--- config.mk ---
export PLATFORM = sky130hd
export DESIGN_NAME = i2c_master_top
export DESIGN_NICKNAME = d
export VERILOG_FILES = /design/src/logic/i2c_pkg.sv /design/src/logic/i2c_master_top.sv /design/src/logic/i2c_bit_engine.sv /design/src/logic/byte_fifo.sv /design/src/logic/apb_regs.sv
export SDC_FILE = /design/constraint.sdc
export NUM_CORES = 1
export LEC_CHECK = 0
export BUFFER_PORTS_ARGS = -buffer_cell sky130_fd_sc_hd__buf_4
export CAP_MARGIN = 20
export CORE_ASPECT_RATIO = 1.1
export CORE_MARGIN = 2
export CORE_UTILIZATION = 55
export CTS_CLUSTER_DIAMETER = 80
export CTS_CLUSTER_SIZE = 28
export DETAILED_ROUTE_END_ITERATION = 10
export GPL_TIMING_DRIVEN = 0
export PLACE_DENSITY = 0.78
export SLEW_MARGIN = 20
export SYNTH_ARGS = -nofsm -noshare
export SYNTH_HDL_FRONTEND = slang
export SYNTH_SLANG_ARGS = --single-unit
--- constraint.sdc ---
create_clock -name pclk -period 2.8 [get_ports pclk]
set_clock_uncertainty 0.1 [all_clocks]
set_input_delay 0 -clock pclk [delete_from_list [all_inputs] [get_ports pclk]]
set_output_delay 0 -clock pclk [all_outputs]
set_load 0.005 [all_outputs]
--- src/logic/i2c_pkg.sv ---
package i2c_pkg;

    localparam int data_w     = 8;
    localparam int addr_w     = 3;
    localparam int fifo_depth = 8;
    localparam int ptr_w      = 3;

    // Register map
    localparam logic [addr_w-1:0] reg_prescale = 3'd0;
    localparam logic [addr_w-1:0] reg_command  = 3'd1;
    localparam logic [addr_w-1:0] reg_status   = 3'd2;
    localparam logic [addr_w-1:0] reg_transmit = 3'd3;
    localparam logic [addr_w-1:0] reg_receive  = 3'd4;
    localparam logic [addr_w-1:0] reg_address  = 3'd5;

    // Command bits, read length sits in 7:4
    localparam int cmd_start   = 0;
    localparam int cmd_read    = 1;
    localparam int cmd_len_lsb = 4;

    // Status bits
    localparam int st_busy     = 0;
    localparam int st_nack     = 1;
    localparam int st_tx_full  = 2;
    localparam int st_rx_empty = 3;

    typedef enum logic [3:0] {
        idle, start, addr, addr_ack, wr_byte, wr_ack, rd_byte, rd_ack, stop
    } engine_state_t;

endpackage
--- src/logic/i2c_master_top.sv ---
`timescale 1ns/1ps

module i2c_master_top (
    input  logic                        pclk,
    input  logic                        arst_n,
    input  logic                        psel,
    input  logic                        penable,
    input  logic                        pwrite,
    input  logic [i2c_pkg::addr_w-1:0]  paddr,
    input  logic [i2c_pkg::data_w-1:0]  pwdata,
    output logic [i2c_pkg::data_w-1:0]  prdata,
    output logic                        pready,
    output logic                        scl_out,
    output logic                        sda_out,
    input  logic                        sda_in
);

    logic                       tx_push_valid;
    logic                       tx_push_ready;
    logic [i2c_pkg::data_w-1:0] tx_push_data;
    logic                       tx_valid;
    logic                       tx_ready;
    logic [i2c_pkg::data_w-1:0] tx_data;
    logic                       rx_valid;
    logic                       rx_ready;
    logic [i2c_pkg::data_w-1:0] rx_data;
    logic                       rx_out_valid;
    logic                       rx_pop;
    logic [i2c_pkg::data_w-1:0] rx_out_data;
    logic [i2c_pkg::data_w-1:0] prescale;
    logic [i2c_pkg::data_w-1:0] target_addr;
    logic                       start_pulse;
    logic                       read_mode;
    logic [3:0]                 read_len;
    logic                       busy;
    logic                       nack;

    apb_regs regs (
        .pclk          (pclk),
        .arst_n        (arst_n),
        .psel          (psel),
        .penable       (penable),
        .pwrite        (pwrite),
        .paddr         (paddr),
        .pwdata        (pwdata),
        .tx_push_ready (tx_push_ready),
        .rx_out_valid  (rx_out_valid),
        .rx_out_data   (rx_out_data),
        .busy          (busy),
        .nack          (nack),
        .prdata        (prdata),
        .pready        (pready),
        .tx_push_valid (tx_push_valid),
        .tx_push_data  (tx_push_data),
        .rx_pop        (rx_pop),
        .prescale      (prescale),
        .target_addr   (target_addr),
        .start_pulse   (start_pulse),
        .read_mode     (read_mode),
        .read_len      (read_len)
    );

    byte_fifo tx_fifo (
        .pclk      (pclk),
        .arst_n    (arst_n),
        .in_valid  (tx_push_valid),
        .in_data   (tx_push_data),
        .out_ready (tx_ready),
        .in_ready  (tx_push_ready),
        .out_valid (tx_valid),
        .out_data  (tx_data)
    );

    i2c_bit_engine engine (
        .pclk        (pclk),
        .arst_n      (arst_n),
        .prescale    (prescale),
        .target_addr (target_addr),
        .start_pulse (start_pulse),
        .read_mode   (read_mode),
        .read_len    (read_len),
        .tx_valid    (tx_valid),
        .tx_data     (tx_data),
        .rx_ready    (rx_ready),
        .sda_in      (sda_in),
        .tx_ready    (tx_ready),
        .rx_valid    (rx_valid),
        .rx_data     (rx_data),
        .busy        (busy),
        .nack        (nack),
        .scl_out     (scl_out),
        .sda_out     (sda_out)
    );

    byte_fifo rx_fifo (
        .pclk      (pclk),
        .arst_n    (arst_n),
        .in_valid  (rx_valid),
        .in_data   (rx_data),
        .out_ready (rx_pop),
        .in_ready  (rx_ready),
        .out_valid (rx_out_valid),
        .out_data  (rx_out_data)
    );

endmodule

--- src/logic/i2c_bit_engine.sv ---
`timescale 1ns/1ps

module i2c_bit_engine (
    input  logic                        pclk,
    input  logic                        arst_n,
    input  logic [i2c_pkg::data_w-1:0]  prescale,
    input  logic [i2c_pkg::data_w-1:0]  target_addr,
    input  logic                        start_pulse,
    input  logic                        read_mode,
    input  logic [3:0]                  read_len,
    input  logic                        tx_valid,
    input  logic [i2c_pkg::data_w-1:0]  tx_data,
    input  logic                        rx_ready,
    input  logic                        sda_in,
    output logic                        tx_ready,
    output logic                        rx_valid,
    output logic [i2c_pkg::data_w-1:0]  rx_data,
    output logic                        busy,
    output logic                        nack,
    output logic                        scl_out,
    output logic                        sda_out
);

    i2c_pkg::engine_state_t     state;
    logic [i2c_pkg::data_w-1:0] qcnt;
    logic [1:0]                 phase;
    logic [2:0]                 bit_cnt;
    logic [3:0]                 byte_cnt;
    logic [i2c_pkg::data_w-1:0] shift_reg;
    logic                       sda_r;
    logic                       nack_r;
    logic                       rx_taken;
    logic                       quarter_tick;
    logic                       stall;
    logic                       advance;
    logic                       bit_end;
    logic                       last_byte;

    // Phases 0,1 SCL low, 2,3 SCL high
    assign quarter_tick = (qcnt == prescale);
    // Back-pressure holds SCL low until the byte is taken
    assign stall     = (state == i2c_pkg::rd_ack) && (phase == 2'd1) && !rx_taken;
    assign advance   = quarter_tick && !stall;
    assign bit_end   = advance && (phase == 2'd3);
    assign last_byte = (byte_cnt == read_len);

    assign tx_ready = bit_end && !nack_r && !read_mode &&
                      ((state == i2c_pkg::addr_ack) || (state == i2c_pkg::wr_ack));
    assign rx_valid = (state == i2c_pkg::rd_ack) && !rx_taken;
    assign rx_data  = shift_reg;
    assign busy     = (state != i2c_pkg::idle);
    assign nack     = nack_r;
    assign scl_out  = (state == i2c_pkg::idle) || (state == i2c_pkg::start) || phase[1];
    assign sda_out  = sda_r;

    always_ff @(posedge pclk or negedge arst_n) begin
        if (!arst_n) begin
            state    <= i2c_pkg::idle;
            qcnt     <= '0;
            phase    <= '0;
            bit_cnt  <= '0;
            byte_cnt <= '0;
            sda_r    <= 1'b1;
            nack_r   <= 1'b0;
            rx_taken <= 1'b0;
        end else if (state == i2c_pkg::idle) begin
            qcnt  <= '0;
            phase <= '0;
            if (start_pulse) begin
                state    <= i2c_pkg::start;
                nack_r   <= 1'b0;
                byte_cnt <= '0;
            end
        end else begin
            qcnt <= quarter_tick ? '0 : qcnt + 1'b1;
            if (rx_valid && rx_ready) rx_taken <= 1'b1;
            if (advance) begin
                phase <= phase + 1'b1;
                case (phase)
                    2'd0: begin
                        // Data changes a quarter after SCL falls
                        case (state)
                            i2c_pkg::addr, i2c_pkg::wr_byte: sda_r <= shift_reg[7];
                            i2c_pkg::rd_ack: sda_r <= last_byte;
                            i2c_pkg::stop:   sda_r <= 1'b0;
                            i2c_pkg::start:  sda_r <= sda_r;
                            default:         sda_r <= 1'b1;
                        endcase
                    end
                    2'd1: if (state == i2c_pkg::start) sda_r <= 1'b0;
                    2'd2: begin
                        if (state == i2c_pkg::stop) sda_r <= 1'b1;
                        if ((state == i2c_pkg::addr_ack) || (state == i2c_pkg::wr_ack)) begin
                            nack_r <= sda_in;
                        end
                    end
                    default: ;
                endcase
            end
            if (bit_end) begin
                rx_taken <= 1'b0;
                case (state)
                    i2c_pkg::start: begin
                        state   <= i2c_pkg::addr;
                        bit_cnt <= 3'd7;
                    end
                    i2c_pkg::addr, i2c_pkg::wr_byte, i2c_pkg::rd_byte: begin
                        bit_cnt <= bit_cnt - 1'b1;
                        if (bit_cnt == 3'd0) begin
                            case (state)
                                i2c_pkg::addr:    state <= i2c_pkg::addr_ack;
                                i2c_pkg::wr_byte: state <= i2c_pkg::wr_ack;
                                default:          state <= i2c_pkg::rd_ack;
                            endcase
                        end
                    end
                    i2c_pkg::addr_ack, i2c_pkg::wr_ack: begin
                        bit_cnt <= 3'd7;
                        if (nack_r) state <= i2c_pkg::stop;
                        else if (read_mode && (state == i2c_pkg::addr_ack)) begin
                            state <= i2c_pkg::rd_byte;
                        end
                        else if (tx_valid) state <= i2c_pkg::wr_byte;
                        else state <= i2c_pkg::stop;
                    end
                    i2c_pkg::rd_ack: begin
                        bit_cnt  <= 3'd7;
                        byte_cnt <= byte_cnt + 1'b1;
                        state    <= last_byte ? i2c_pkg::stop : i2c_pkg::rd_byte;
                    end
                    default: state <= i2c_pkg::idle;
                endcase
            end
        end
    end

    // Byte shifter, MSB first
    always_ff @(posedge pclk) begin
        if ((state == i2c_pkg::idle) && start_pulse) begin
            shift_reg <= {target_addr[6:0], read_mode};
        end else if (tx_ready && tx_valid) begin
            shift_reg <= tx_data;
        end else if (bit_end && ((state == i2c_pkg::addr) || (state == i2c_pkg::wr_byte))) begin
            shift_reg <= {shift_reg[6:0], 1'b0};
        end else if (advance && (phase == 2'd2) && (state == i2c_pkg::rd_byte)) begin
            shift_reg <= {shift_reg[6:0], sda_in};
        end
    end

endmodule

--- src/logic/byte_fifo.sv ---
`timescale 1ns/1ps

module byte_fifo (
    input  logic                        pclk,
    input  logic                        arst_n,
    input  logic                        in_valid,
    input  logic [i2c_pkg::data_w-1:0]  in_data,
    input  logic                        out_ready,
    output logic                        in_ready,
    output logic                        out_valid,
    output logic [i2c_pkg::data_w-1:0]  out_data
);

    logic [i2c_pkg::data_w-1:0] mem [i2c_pkg::fifo_depth];
    logic [i2c_pkg::ptr_w:0]    wr_ptr;
    logic [i2c_pkg::ptr_w:0]    rd_ptr;
    logic                       push;
    logic                       pop;

    // Extra pointer bit tells full from empty
    assign in_ready  = !((wr_ptr[i2c_pkg::ptr_w] != rd_ptr[i2c_pkg::ptr_w]) &&
                         (wr_ptr[i2c_pkg::ptr_w-1:0] == rd_ptr[i2c_pkg::ptr_w-1:0]));
    assign out_valid = (wr_ptr != rd_ptr);
    assign out_data  = mem[rd_ptr[i2c_pkg::ptr_w-1:0]];

    assign push = in_valid && in_ready;
    assign pop  = out_valid && out_ready;

    always_ff @(posedge pclk) begin
        if (push) begin
            mem[wr_ptr[i2c_pkg::ptr_w-1:0]] <= in_data;
        end
    end

    always_ff @(posedge pclk or negedge arst_n) begin
        if (!arst_n) begin
            wr_ptr <= '0;
            rd_ptr <= '0;
        end else begin
            if (push) wr_ptr <= wr_ptr + 1'b1;
            if (pop) rd_ptr <= rd_ptr + 1'b1;
        end
    end

endmodule

--- src/logic/apb_regs.sv ---
`timescale 1ns/1ps

module apb_regs (
    input  logic                        pclk,
    input  logic                        arst_n,
    input  logic                        psel,
    input  logic                        penable,
    input  logic                        pwrite,
    input  logic [i2c_pkg::addr_w-1:0]  paddr,
    input  logic [i2c_pkg::data_w-1:0]  pwdata,
    input  logic                        tx_push_ready,
    input  logic                        rx_out_valid,
    input  logic [i2c_pkg::data_w-1:0]  rx_out_data,
    input  logic                        busy,
    input  logic                        nack,
    output logic [i2c_pkg::data_w-1:0]  prdata,
    output logic                        pready,
    output logic                        tx_push_valid,
    output logic [i2c_pkg::data_w-1:0]  tx_push_data,
    output logic                        rx_pop,
    output logic [i2c_pkg::data_w-1:0]  prescale,
    output logic [i2c_pkg::data_w-1:0]  target_addr,
    output logic                        start_pulse,
    output logic                        read_mode,
    output logic [3:0]                  read_len
);

    logic                       wr_en;
    logic                       rd_en;
    logic [i2c_pkg::data_w-1:0] status;
    logic [i2c_pkg::data_w-1:0] command;

    assign wr_en  = psel && penable && pwrite;
    assign rd_en  = psel && penable && !pwrite;
    assign pready = 1'b1;

    // Transmit push goes straight to the FIFO, dropped when full
    assign tx_push_valid = wr_en && (paddr == i2c_pkg::reg_transmit);
    assign tx_push_data  = pwdata;
    assign rx_pop        = rd_en && (paddr == i2c_pkg::reg_receive) && rx_out_valid;

    always_ff @(posedge pclk or negedge arst_n) begin
        if (!arst_n) begin
            prescale    <= '0;
            target_addr <= '0;
            read_mode   <= 1'b0;
            read_len    <= '0;
            start_pulse <= 1'b0;
        end else begin
            start_pulse <= 1'b0;
            if (wr_en) begin
                case (paddr)
                    i2c_pkg::reg_prescale: prescale <= pwdata;
                    i2c_pkg::reg_address:  target_addr <= pwdata;
                    i2c_pkg::reg_command: begin
                        read_mode   <= pwdata[i2c_pkg::cmd_read];
                        read_len    <= pwdata[i2c_pkg::cmd_len_lsb +: 4];
                        // One cycle late so the engine sees the new mode and length
                        start_pulse <= pwdata[i2c_pkg::cmd_start];
                    end
                    default: ;
                endcase
            end
        end
    end

    always_comb begin
        status                       = '0;
        status[i2c_pkg::st_busy]     = busy;
        status[i2c_pkg::st_nack]     = nack;
        status[i2c_pkg::st_tx_full]  = !tx_push_ready;
        status[i2c_pkg::st_rx_empty] = !rx_out_valid;
    end

    always_comb begin
        command                              = '0;
        command[i2c_pkg::cmd_read]           = read_mode;
        command[i2c_pkg::cmd_len_lsb +: 4]   = read_len;
    end

    // Read mux
    always_comb begin
        case (paddr)
            i2c_pkg::reg_prescale: prdata = prescale;
            i2c_pkg::reg_command:  prdata = command;
            i2c_pkg::reg_status:   prdata = status;
            i2c_pkg::reg_receive:  prdata = rx_out_valid ? rx_out_data : '0;
            i2c_pkg::reg_address:  prdata = target_addr;
            default:               prdata = '0;
        endcase
    end

endmodule

==> results.json, run 1 <==
{
  "port_buffers": 25,
  "num_rows": 48,
  "initial_core_util_pct": 56.3,
  "clock_sinks": 198,
  "maxCapViolCount": 0,
  "synthCells": 594,
  "crit_cells": 7,
  "ant_nets": 0,
  "regArea_um2": 5640,
  "grt_antenna_before_repair": 0,
  "start_kind": "flop",
  "grt_max_degree": 63,
  "max-slew-margin-rel_pct": 40.6,
  "critPathRequiredTime_ns": 2.87,
  "rsz0062_at_grt": "true",
  "htreeDepth": 4,
  "layout_min_cycle_time_ns": 2.74,
  "drt_first_iter_violations": 552,
  "ff2ff_path_depth": 7,
  "grt_overflow_total": 0,
  "setup_viol": 0,
  "clkLatencyLatePin_ns": 0.44,
  "wirelength_um": 19400,
  "syn_area_per_cell_um2": 14.9,
  "synth_cell_types": 61,
  "hp-class": "input pin to async pin",
  "wl_per_cell_um": 22.3,
  "fin_crit_sh_pct": 98.0,
  "p_int_mw": 4.65,
  "comb_power_share_pct": 9.6,
  "worstPathArrival_ns": 2.82,
  "grt_pass1_vias": 5600,
  "finalSetupTns_ns": 0,
  "drc_errors": 0,
  "core-area_um2": 15700,
  "final_area_um2": 10100,
  "placed_area_um2": 9310,
  "ioPinCount": 28,
  "worstMarginPinSlew_ns": 0.888,
  "clk_pin_slew_ns": 0.08,
  "leakagePower_nw": 3.69,
  "power_density_nw_per_um2": 621,
  "power_frac_clock_pct": 37.6,
  "ys_seq_elements": 198,
  "path_cells": "buf_2 > or2_2 > nor3_1 > nand2_1 > clkbuf_1 > nand2_1 > o211ai_1",
  "crit_type": "flop to flop",
  "final_layout_size_suffix_gt1_share_pct": 23.7,
  "vdd_ir_drop_max_mv": 0.572,
  "ys_seq_area_share_pct": 63.7,
  "die_h_um": 137,
  "critPathMaxFanout": 10,
  "switchingPower_mw": 1.65,
  "synth_ff_type": "edfxtp_1",
  "slowest_stage": "nor3_1",
  "dr.pass1.iters": 5,
  "drv_slew": 0,
  "crit_top_cell": "nand2_1",
  "grtUsageTotal_pct": 23.7,
  "async_flop_share_pct": 31.3,
  "synth-warning-count": 0,
  "die_width_um": 125,
  "diodes": 0,
  "syn_area_um2": 8850,
  "multiInputGateArea_um2": 3100,
  "worst_path_largest_cell_delay_ns": 0.69,
  "crit_buf_inv": 2,
  "cts_root_buffer": "clkbuf_16",
  "pwr-share-seq_pct": 52.8,
  "dieArea_um2": 17100,
  "r2r_setup_slack_ns": 0.06,
  "hold_viol_final": 0,
  "fin_nets": 688,
  "syn_nets": 624,
  "cp_top_family": "simple AND/OR/NAND/NOR gates",
  "grt_pass1_wl_um": 30500,
  "n_fill_cell": 1123,
  "whs_ns": 0.0664,
  "crit_path_end_kind": "flop",
  "num_vias": 5328,
  "place_inst": 819,
  "syn_to_final_growth_pct": 14.5,
  "synth_edf_count": 136,
  "final_cells": 871,
  "gp_congestion": 0.856,
  "numCtsBuffers": 17,
  "cts_tree": "done",
  "cts.path.max_buffers": 2,
  "via_per_inst": 6.12,
  "dp_hpwl_um": 13000,
  "status": "finished clean",
  "max_freq_ghz": 0.364,
  "swShare_pct": 26.2
}
[state kept, by name (all words and copies together), names as in the netlist]
signal	cells
regs.read_mode	1
engine.qcnt	8
engine.rx_data	8
rx_fifo.mem	64
engine.nack	1
engine.sda_out	1
rx_fifo.rd_ptr	4
engine.state	4
engine.byte_cnt	4
engine.rx_taken	1
engine.phase	2
tx_fifo.wr_ptr	4
tx_fifo.rd_ptr	4
engine.bit_cnt	3
rx_fifo.wr_ptr	4
regs.start_pulse	1
tx_fifo.mem	64
regs.prescale	8
regs.target_addr	8
regs.read_len	4
[through the flow]
stage               setup WS (ns)  total power, mW  utilization [%]
finish                     0.0559             6.29             64.4
CTS                        -0.217             6.26             63.9
floorplan                   0.300             3.71                -
global route              -0.0937             6.50             64.4
global placement           -0.420             3.91             59.1
detailed placement         -0.173             3.94             59.2
[cells in the mapped netlist (2+ instances only)]
cell / instances / share of area (%)
a211oi_1: 2 / 0.17
a21boi_0: 3 / 0.25
a21oi_1: 9 / 0.51
a22oi_1: 6 / 0.51
a41oi_1: 2 / 0.20
and2_1: 3 / 0.21
and3_1: 8 / 0.57
buf_1: 3 / 0.13
buf_2: 12 / 0.68
buf_4: 4 / 0.34
clkbuf_1: 11 / 0.47
dfrtp_1: 61 / 17
edfxtp_1: 136 / 46
ha_1: 13 / 1.8
inv_1: 12 / 0.51
mux2_2: 27 / 3.4
mux2i_1: 17 / 1.9
mux4_2: 32 / 8.1
nand2_1: 34 / 1.4
nand2b_1: 15 / 1.1
nand3_1: 14 / 0.79
nand3b_1: 2 / 0.17
nand4_1: 6 / 0.42
nand4b_1: 2 / 0.20
nor2_1: 39 / 1.7
nor2b_1: 4 / 0.28
nor3_1: 7 / 0.40
nor3_2: 2 / 0.23
nor4_1: 2 / 0.14
o2111ai_1: 7 / 0.69
o211ai_1: 7 / 0.59
o21ai_0: 12 / 0.68
o221ai_1: 3 / 0.30
o22ai_1: 7 / 0.49
or2_2: 3 / 0.21
or3_1: 3 / 0.21
xnor2_1: 22 / 2.2
xor2_1: 19 / 1.9
[repair_timing]
item	4_1_cts	5_1_grt
pin swaps	0	3
hold buffers	16	0
hold endpoints to repair	157	0
buffers inserted	0	4
resized for setup	6	9
endpoints found under the setup margin	88	105
cloned	0	0
[layout make-up]
type | count | share of cell area, %
Multi-Input combinational cell | 353 | 30.6
Clock buffer | 18 | 4.23
Timing Repair Buffer | 45 | 3.85
Inverter | 12 | 0.444
Clock inverter | 14 | 1.36
Sequential cell | 198 | 55.6
Buffer | 31 | 1.46
Tap cell | 200 | 2.47
[path summary, 6_finish.rpt]
kind | start | to
max | engine.state[2]$_DFFE_PN0P_ | engine.rx_data[1]$_DFFE_PP_
min | arst_n | rx_fifo.rd_ptr[1]$_DFFE_PN0P_
max reg2reg | engine.state[2]$_DFFE_PN0P_ | engine.rx_data[1]$_DFFE_PP_
min reg2reg | tx_fifo.wr_ptr[3]$_DFFE_PN0P_ | tx_fifo.wr_ptr[3]$_DFFE_PN0P_
max in group asynchronous | arst_n | engine.qcnt[5]$_DFF_PN0_
min in group pclk | penable | tx_fifo.wr_ptr[2]$_DFFE_PN0P_
[worst register-to-register path: stages (launching register included)]
cell and delay [ns]:
dfrtp_1 0.37, buf_2 0.18, or2_2 0.34, nor3_1 0.69
nand2_1 0.21, clkbuf_1 0.30, nand2_1 0.18, o211ai_1 0.12
[power by group through the flow]
stage,combinational (mW),clock [mW],sequential (mW)
6_report,0.603,2.37,3.32
5_1_grt,0.664,2.50,3.33
4_1_cts,0.579,2.37,3.32
3_5_place_dp,0.558,0,3.38
3_3_place_gp,0.531,0,3.38
2_1_floorplan,0.373,0,3.34
[logic make-up (layout without fill, tap and decap cells)]
| logic type | Yosys count | after routing | share of synthesized area (%) |
|---|---|---|---|
| flip-flops | 198 | 198 | 63.7 |
| AND/OR/NAND/NOR | 150 | 150 | 8.92 |
| multiplexers | 78 | 78 | 13.8 |
| AO/OA/AOI/OAI | 70 | 70 | 5.53 |
| buffers and inverters | 43 | 120 | 2.18 |
| XOR/XNOR | 41 | 41 | 4.06 |
| adder cells (fa/ha/maj) | 13 | 13 | 1.84 |
| other | 1 | 1 | 0.0424 |
[cells in the final DEF (no fill, tap or decap), types with 9 or more instances in the layout]
cell type      Yosys  layout
edfxtp_1         136     136
dfrtp_1           61      61
mux4_2            32      32
inv_1             12      12
nand2_1           34      34
dlygate4sd3_1      0      16
clkbuf_1          11      12
buf_2             12      12
xor2_1            19      19
buf_4              4      32
nand3_1           14      14
clkbuf_16          0      17
mux2i_1           17      17
ha_1              13      13
nand2b_1          15      15
nor2_1            39      30
mux2_2            27      27
a21oi_1            9       9
xnor2_1           22      22
o21ai_0           12      12
[per-layer routing]
layer	wire length, µm	global-route usage, %	vias up	part of all wire, %
met4	435	7.72	0	2.2
met3	988	4.61	39	5.1
met5	0	0	-	0
li1	-	-	2387	-
met1	8060	31.5	2726	42
met2	9940	40.2	176	51
Power figures use the tool's default switching activity.
==> run 2: changes to the inputs <==
Settings changed: CTS_BUF_LIST set to sky130_fd_sc_hd__clkbuf_4 sky130_fd_sc_hd__clkbuf_8 sky130_fd_sc_hd__clkbuf_16, SYNTH_HIERARCHICAL set to 1.
==> results.json, run 2 <==
{
  "syn_area_per_cell_um2": 15.4,
  "setup_viol": 5,
  "comb_power_share_pct": 12.3,
  "synth-warning-count": 6,
  "port_buffers": 26,
  "synth_cell_types": 84,
  "synth_edf_count": 136,
  "synth_most_common_cell": "edfxtp_1",
  "crit_type": "flop to flop",
  "num_vias": 5815,
  "final_layout_size_suffix_gt1_share_pct": 31.0,
  "status": "finished, violations left",
  "startpoint": "engine/state[0]$_DFFE_PN0P_",
  "numCtsBuffers": 17,
  "syn_to_final_growth_pct": 16.3,
  "whs_ns": 0.0310,
  "final_common_cell": "edfxtp_1",
  "swShare_pct": 26.4,
  "maxCapViolCount": 0,
  "grt_max_degree": 63,
  "async_flop_share_pct": 31.3,
  "hold_viol_final": 0,
  "grt_pass1_wl_um": 33200,
  "syn_nets": 651,
  "final_util_pct": 65.4,
  "ioPinCount": 28,
  "drt_first_iter_violations": 582,
  "ant_nets": 0,
  "drv_slew": 0,
  "synthTopCellsByCount": "edfxtp_1 (136), dfrtp_1 (61), nor2_1 (30)",
  "final_area_um2": 11100,
  "core-area_um2": 17000,
  "htreeDepth": 4,
  "critPathRequiredTime_ns": 2.83,
  "regArea_um2": 5640,
  "max-slew-margin-rel_pct": 36.1,
  "leakagePower_nw": 4.22,
  "cts_root_buffer": "clkbuf_16",
  "worstMarginPinSlew_ns": 0.956,
  "wl_per_cell_um": 22.4,
  "dp_hpwl_um": 14600,
  "hp-class": "input pin to flop",
  "crit_path_end_kind": "flop",
  "wirelength_um": 21200,
  "placed_area_um2": 10200,
  "finalSetupTns_ns": -0.0307,
  "fin_crit_sh_pct": 100,
  "clock_sinks": 198,
  "synthCells": 621,
  "power_frac_clock_pct": 36.4,
  "start_kind": "flop",
  "place_inst": 892,
  "yosys.area.top_type_share_pct": 42.7,
  "p_int_mw": 4.78,
  "ys_seq_elements": 198,
  "grtUsageTotal_pct": 24.4,
  "power_density_nw_per_um2": 584,
  "dieArea_um2": 18500,
  "synth_ff_type": "edfxtp_1",
  "dr.pass1.iters": 5,
  "synth_area_leaders": "edfxtp_1 (43%), dfrtp_1 (16%), mux4_2 (5.2%)",
  "die_h_um": 142,
  "fin_ws_ns": -0.00695,
  "max_freq_ghz": 0.356,
  "layout_min_cycle_time_ns": 2.81,
  "num_rows": 50,
  "initial_core_util_pct": 56.2,
  "grt_pass1_vias": 5920,
  "violations": "setup timing",
  "post-place-ws_ns": -0.396,
  "syn_area_um2": 9560,
  "vdd_ir_drop_max_mv": 0.472,
  "die_width_um": 130,
  "layout_common_cells": "edfxtp_1 (136), dfrtp_1 (60), buf_4 (53)",
  "grt_antenna_before_repair": 0,
  "switchingPower_mw": 1.72,
  "clkLatencyLatePin_ns": 0.44,
  "gp_congestion": 0.843,
  "p_total_mw": 6.50,
  "fin_nets": 729,
  "drc_errors": 0,
  "ys_seq_area_share_pct": 59.0,
  "grt_overflow_total": 0,
  "diodes": 0,
  "regToRegStartpoint": "engine/state[0]$_DFFE_PN0P_",
  "critPathMaxFanout": 10,
  "clk_pin_slew_ns": 0.07,
  "min_from": "paddr[1]",
  "pwr-share-seq_pct": 51.4,
  "worstPathArrival_ns": 2.84,
  "multiInputGateArea_um2": 3780,
  "rsz0062_at_grt": "true",
  "n_fill_cell": 1186,
  "synth_top_cell_by_area": "edfxtp_1",
  "final_cells": 946,
  "via_per_inst": 6.15,
  "cts_tree": "done",
  "cts.path.max_buffers": 2
}
## run 2: changes by cell type after synthesis, sizes merged, moves of 8 or more
cell    change
buf        +11
mux2       +16
nand2b     -12
nor2        -9
nor4        +9
nor4b       +8
## run 2: worst max-delay path, cell delays in order, from the launching register on
cell      delay [ns]
dfrtp_1         0.35
buf_2           0.22
clkbuf_2        0.26
nand4b_1        0.22
nor2_4          0.29
nand2_1         0.21
nor4b_2         0.53
buf_2           0.31
## run 2: path summary, 6_finish.rpt
| check | to | slack, ns | depth (start not counted) |
|---|---|---|---|
| setup / recovery | rx_fifo/mem[6][3]$_DFFE_PP_ | -0.007 | 7 |
| hold / removal | rx_fifo/rd_ptr[0]$_DFFE_PN0P_ | 0.03 | 6 |
| setup reg to reg | rx_fifo/mem[6][3]$_DFFE_PP_ | -0.007 | 7 |
| hold reg to reg | engine/byte_cnt[3]$_DFFE_PN0P_ | 0.40 | 1 |
| max in group asynchronous | rx_fifo/rd_ptr[0]$_DFFE_PN0P_ | 1.93 | 2 |
| min in group asynchronous | engine/qcnt[2]$_DFF_PN0_ | 0.09 | 2 |
## run 2: power by group through the flow
stage	registers (mW)	logic [mW]	clock network, mW
6_report	3.34	0.797	2.36
5_1_grt	3.34	0.859	2.54
4_1_cts	3.33	0.723	2.41
3_5_place_dp	3.39	0.683	0
3_3_place_gp	3.39	0.642	0
2_1_floorplan	3.35	0.485	0
## run 2: area by class of cell
| cell class | count | area share [%] |
|---|---|---|
| buffer | 38 | 2.60 |
| clock buffer | 17 | 3.83 |
| clock inverter | 15 | 1.41 |
| inverter | 19 | 0.641 |
| multi-input combinational | 366 | 34.0 |
| sequential | 198 | 50.7 |
| tap | 234 | 2.63 |
| timing repair buffer | 59 | 4.23 |
## run 2: kinds of logic (layout without fill, tap and decap cells)
kind of cell | after synthesis | after routing | share of synthesized area, %
mux | 96 | 96 | 15.8
xor+xnor | 41 | 41 | 4.38
other cells | 1 | 1 | 0.0392
compound gates | 68 | 68 | 5.71
flops | 198 | 198 | 59.0
simple gates | 147 | 147 | 9.89
buf+inv | 57 | 148 | 3.56
fa+ha+maj | 13 | 13 | 1.70
## run 2: metal layers
layer	wire length, µm	global-route usage [%]	vias to the layer above	share of wire (%)
li1	-	-	2580	-
met1	8680	32.6	2978	41
met2	10700	39.7	224	50
met3	1340	5.11	33	6.3
met4	464	8.77	0	2.2
met5	0	0	-	0
## run 2: repair_timing
item	in CTS	in global routing
hold endpoints to repair	153	0
resized for setup	14	15
endpoints found under the setup margin	77	39
gates cloned	0	0
hold buffers	15	0
pin swaps	2	2
buffers inserted	3	4
==> run 3: changes to the inputs <==
Settings changed: PLACE_DENSITY 0.78 to 0.8.
==> results.json, run 3 (synthesized netlist as in run 2, its figures left out) <==
{
  "status": "finished clean",
  "core-area_um2": 17000,
  "setup_viol": 0,
  "vdd_ir_drop_max_mv": 0.483,
  "max_freq_ghz": 0.359,
  "multiInputGateArea_um2": 3800,
  "crit_type": "flop to output pin",
  "clock_sinks": 198,
  "port_buffers": 26,
  "grt_max_degree": 63,
  "ant_nets": 0,
  "via_per_inst": 6.07,
  "r2r-end": "engine/rx_data[5]$_DFFE_PP_",
  "ff2ff_path_depth": 9,
  "whs_ns": 0.0881,
  "wl_per_cell_um": 22.4,
  "gp_congestion": 0.866,
  "diodes": 0,
  "grt_pass1_wl_um": 33200,
  "p_total_mw": 6.69,
  "max-slew-margin-rel_pct": 31.4,
  "grt_pass1_vias": 5859,
  "final_layout_size_suffix_gt1_share_pct": 31.6,
  "grtUsageTotal_pct": 24.3,
  "drv_slew": 0,
  "die_width_um": 130,
  "r2r_setup_slack_ns": 0.05,
  "hp-class": "input pin to async pin",
  "clk_pin_slew_ns": 0.07,
  "worstPathArrival_ns": 2.69,
  "startpoint": "rx_fifo/rd_ptr[0]$_DFFE_PN0P_",
  "critPathRequiredTime_ns": 2.70,
  "numCtsBuffers": 17,
  "layout_common_cells": "edfxtp_1 (136), dfrtp_1 (61), buf_4 (58)",
  "regArea_um2": 5640,
  "drc_errors": 0,
  "start_kind": "flop",
  "layout_min_cycle_time_ns": 2.79,
  "maxCapViolCount": 0,
  "regToRegStartpoint": "tx_fifo/wr_ptr[1]$_DFFE_PN0P_",
  "hold_viol_final": 0,
  "power_density_nw_per_um2": 596,
  "dieArea_um2": 18500,
  "cts.path.max_buffers": 2,
  "critPathMaxFanout": 10,
  "num_rows": 50,
  "wirelength_um": 21300,
  "initial_core_util_pct": 56.2,
  "cts_root_buffer": "clkbuf_16",
  "cts_tree": "done",
  "worstMarginPinSlew_ns": 1.02,
  "rsz0062_at_grt": "true",
  "fin_crit_sh_pct": 99.5,
  "dr.pass1.iters": 5,
  "n_fill_cell": 1177,
  "leakagePower_nw": 4.28,
  "drt_first_iter_violations": 426,
  "grt_overflow_total": 0,
  "final_common_cell": "edfxtp_1",
  "fin_nets": 736,
  "dp_hpwl_um": 14400,
  "die_h_um": 142,
  "htreeDepth": 4,
  "grt_antenna_before_repair": 1,
  "ioPinCount": 28,
  "clkLatencyLatePin_ns": 0.42,
  "finalSetupTns_ns": 0,
  "num_vias": 5784,
  "syn_to_final_growth_pct": 17.4,
  "crit_path_end_kind": "output pin"
}
-- run 3: cell count changes in the layout (fill, tap and decap cells not counted), sizes merged --
cell,previous run,this run
bufinv,0,3
buf,73,80
clkinvlp,2,1
dlygate4sd3,15,14
clkbuf,26,31
inv,27,21
-- run 3: how the worst max path moves through the flow --
| stage | slack [ns] | to |
|---|---|---|
| finish | 0.01 | prdata[5] |
| global placement | -1.17 | rx_fifo/mem[5][4]$_DFFE_PP_ |
| detailed placement | -0.50 | rx_fifo/mem[4][3]$_DFFE_PP_ |
| floorplan | -0.04 | rx_fifo/mem[6][0]$_DFFE_PP_ |
| global route | -0.11 | rx_fifo/rd_ptr[3]$_DFFE_PN0P_ |
| CTS | 0.01 | rx_fifo/rd_ptr[3]$_DFFE_PN0P_ |
-- run 3: cell type report --
class                           count  share of cell area, %
Sequential cell                   198                   50.2
Tap cell                          234                   2.61
Timing Repair Buffer               66                   4.64
Inverter                           19                  0.635
Clock inverter                     11                   1.31
Multi-Input combinational cell    366                   33.9
Buffer                             38                   2.56
Clock buffer                       21                   4.17
-- run 3: per-layer routing --
layer | share of wire, % | vias to the layer above | global-route usage (%)
met3 | 4.9 | 35 | 5.04
met5 | 0 | - | 0
met2 | 50 | 190 | 40.4
li1 | - | 2584 | -
met1 | 43 | 2975 | 32.8
met4 | 2.2 | 0 | 6.68
-- run 3: what timing repair did --
item                       CTS  global route
gates resized for setup     13            16
hold endpoints to repair   153             0
pin swaps                    3             9
buffers inserted             3            12
hold buffers                14             0
setup endpoints to repair   80            49
-- run 3: critical path, cell delays in order (launching register included) --
cell	delay (ns)
dfrtp_1	0.49
buf_6	0.23
buf_12	0.17
mux4_2	0.53
mux2_4	0.29
a221oi_1	0.28
a211oi_1	0.10
buf_4	0.16
-- run 3: stage by stage --
stage / instance area, µm² / instances / setup WS, ns / utilization, %
6_report: 11200 / 953 / 0.0126 / 66.0
3_5_place_dp: 10200 / 892 / -0.502 / 59.9
4_1_cts: 11100 / 941 / 0.0136 / 65.0
3_3_place_gp: 10000 / 881 / -1.17 / 59.1
2_1_floorplan: 9560 / 621 / -0.0424 / -
5_1_grt: 11200 / 953 / -0.111 / 66.0
-- run 3: where the power goes --
| group | internal [mW] | switching, mW | total [mW] | leakage, nW |
|---|---|---|---|---|
| clock | 1.48 | 1.03 | 2.51 | 0.305 |
| sequential | 3.22 | 0.117 | 3.34 | 2.05 |
| combinational | 0.400 | 0.445 | 0.846 | 1.92 |
| total | 5.10 | 1.59 | 6.69 | 4.28 |
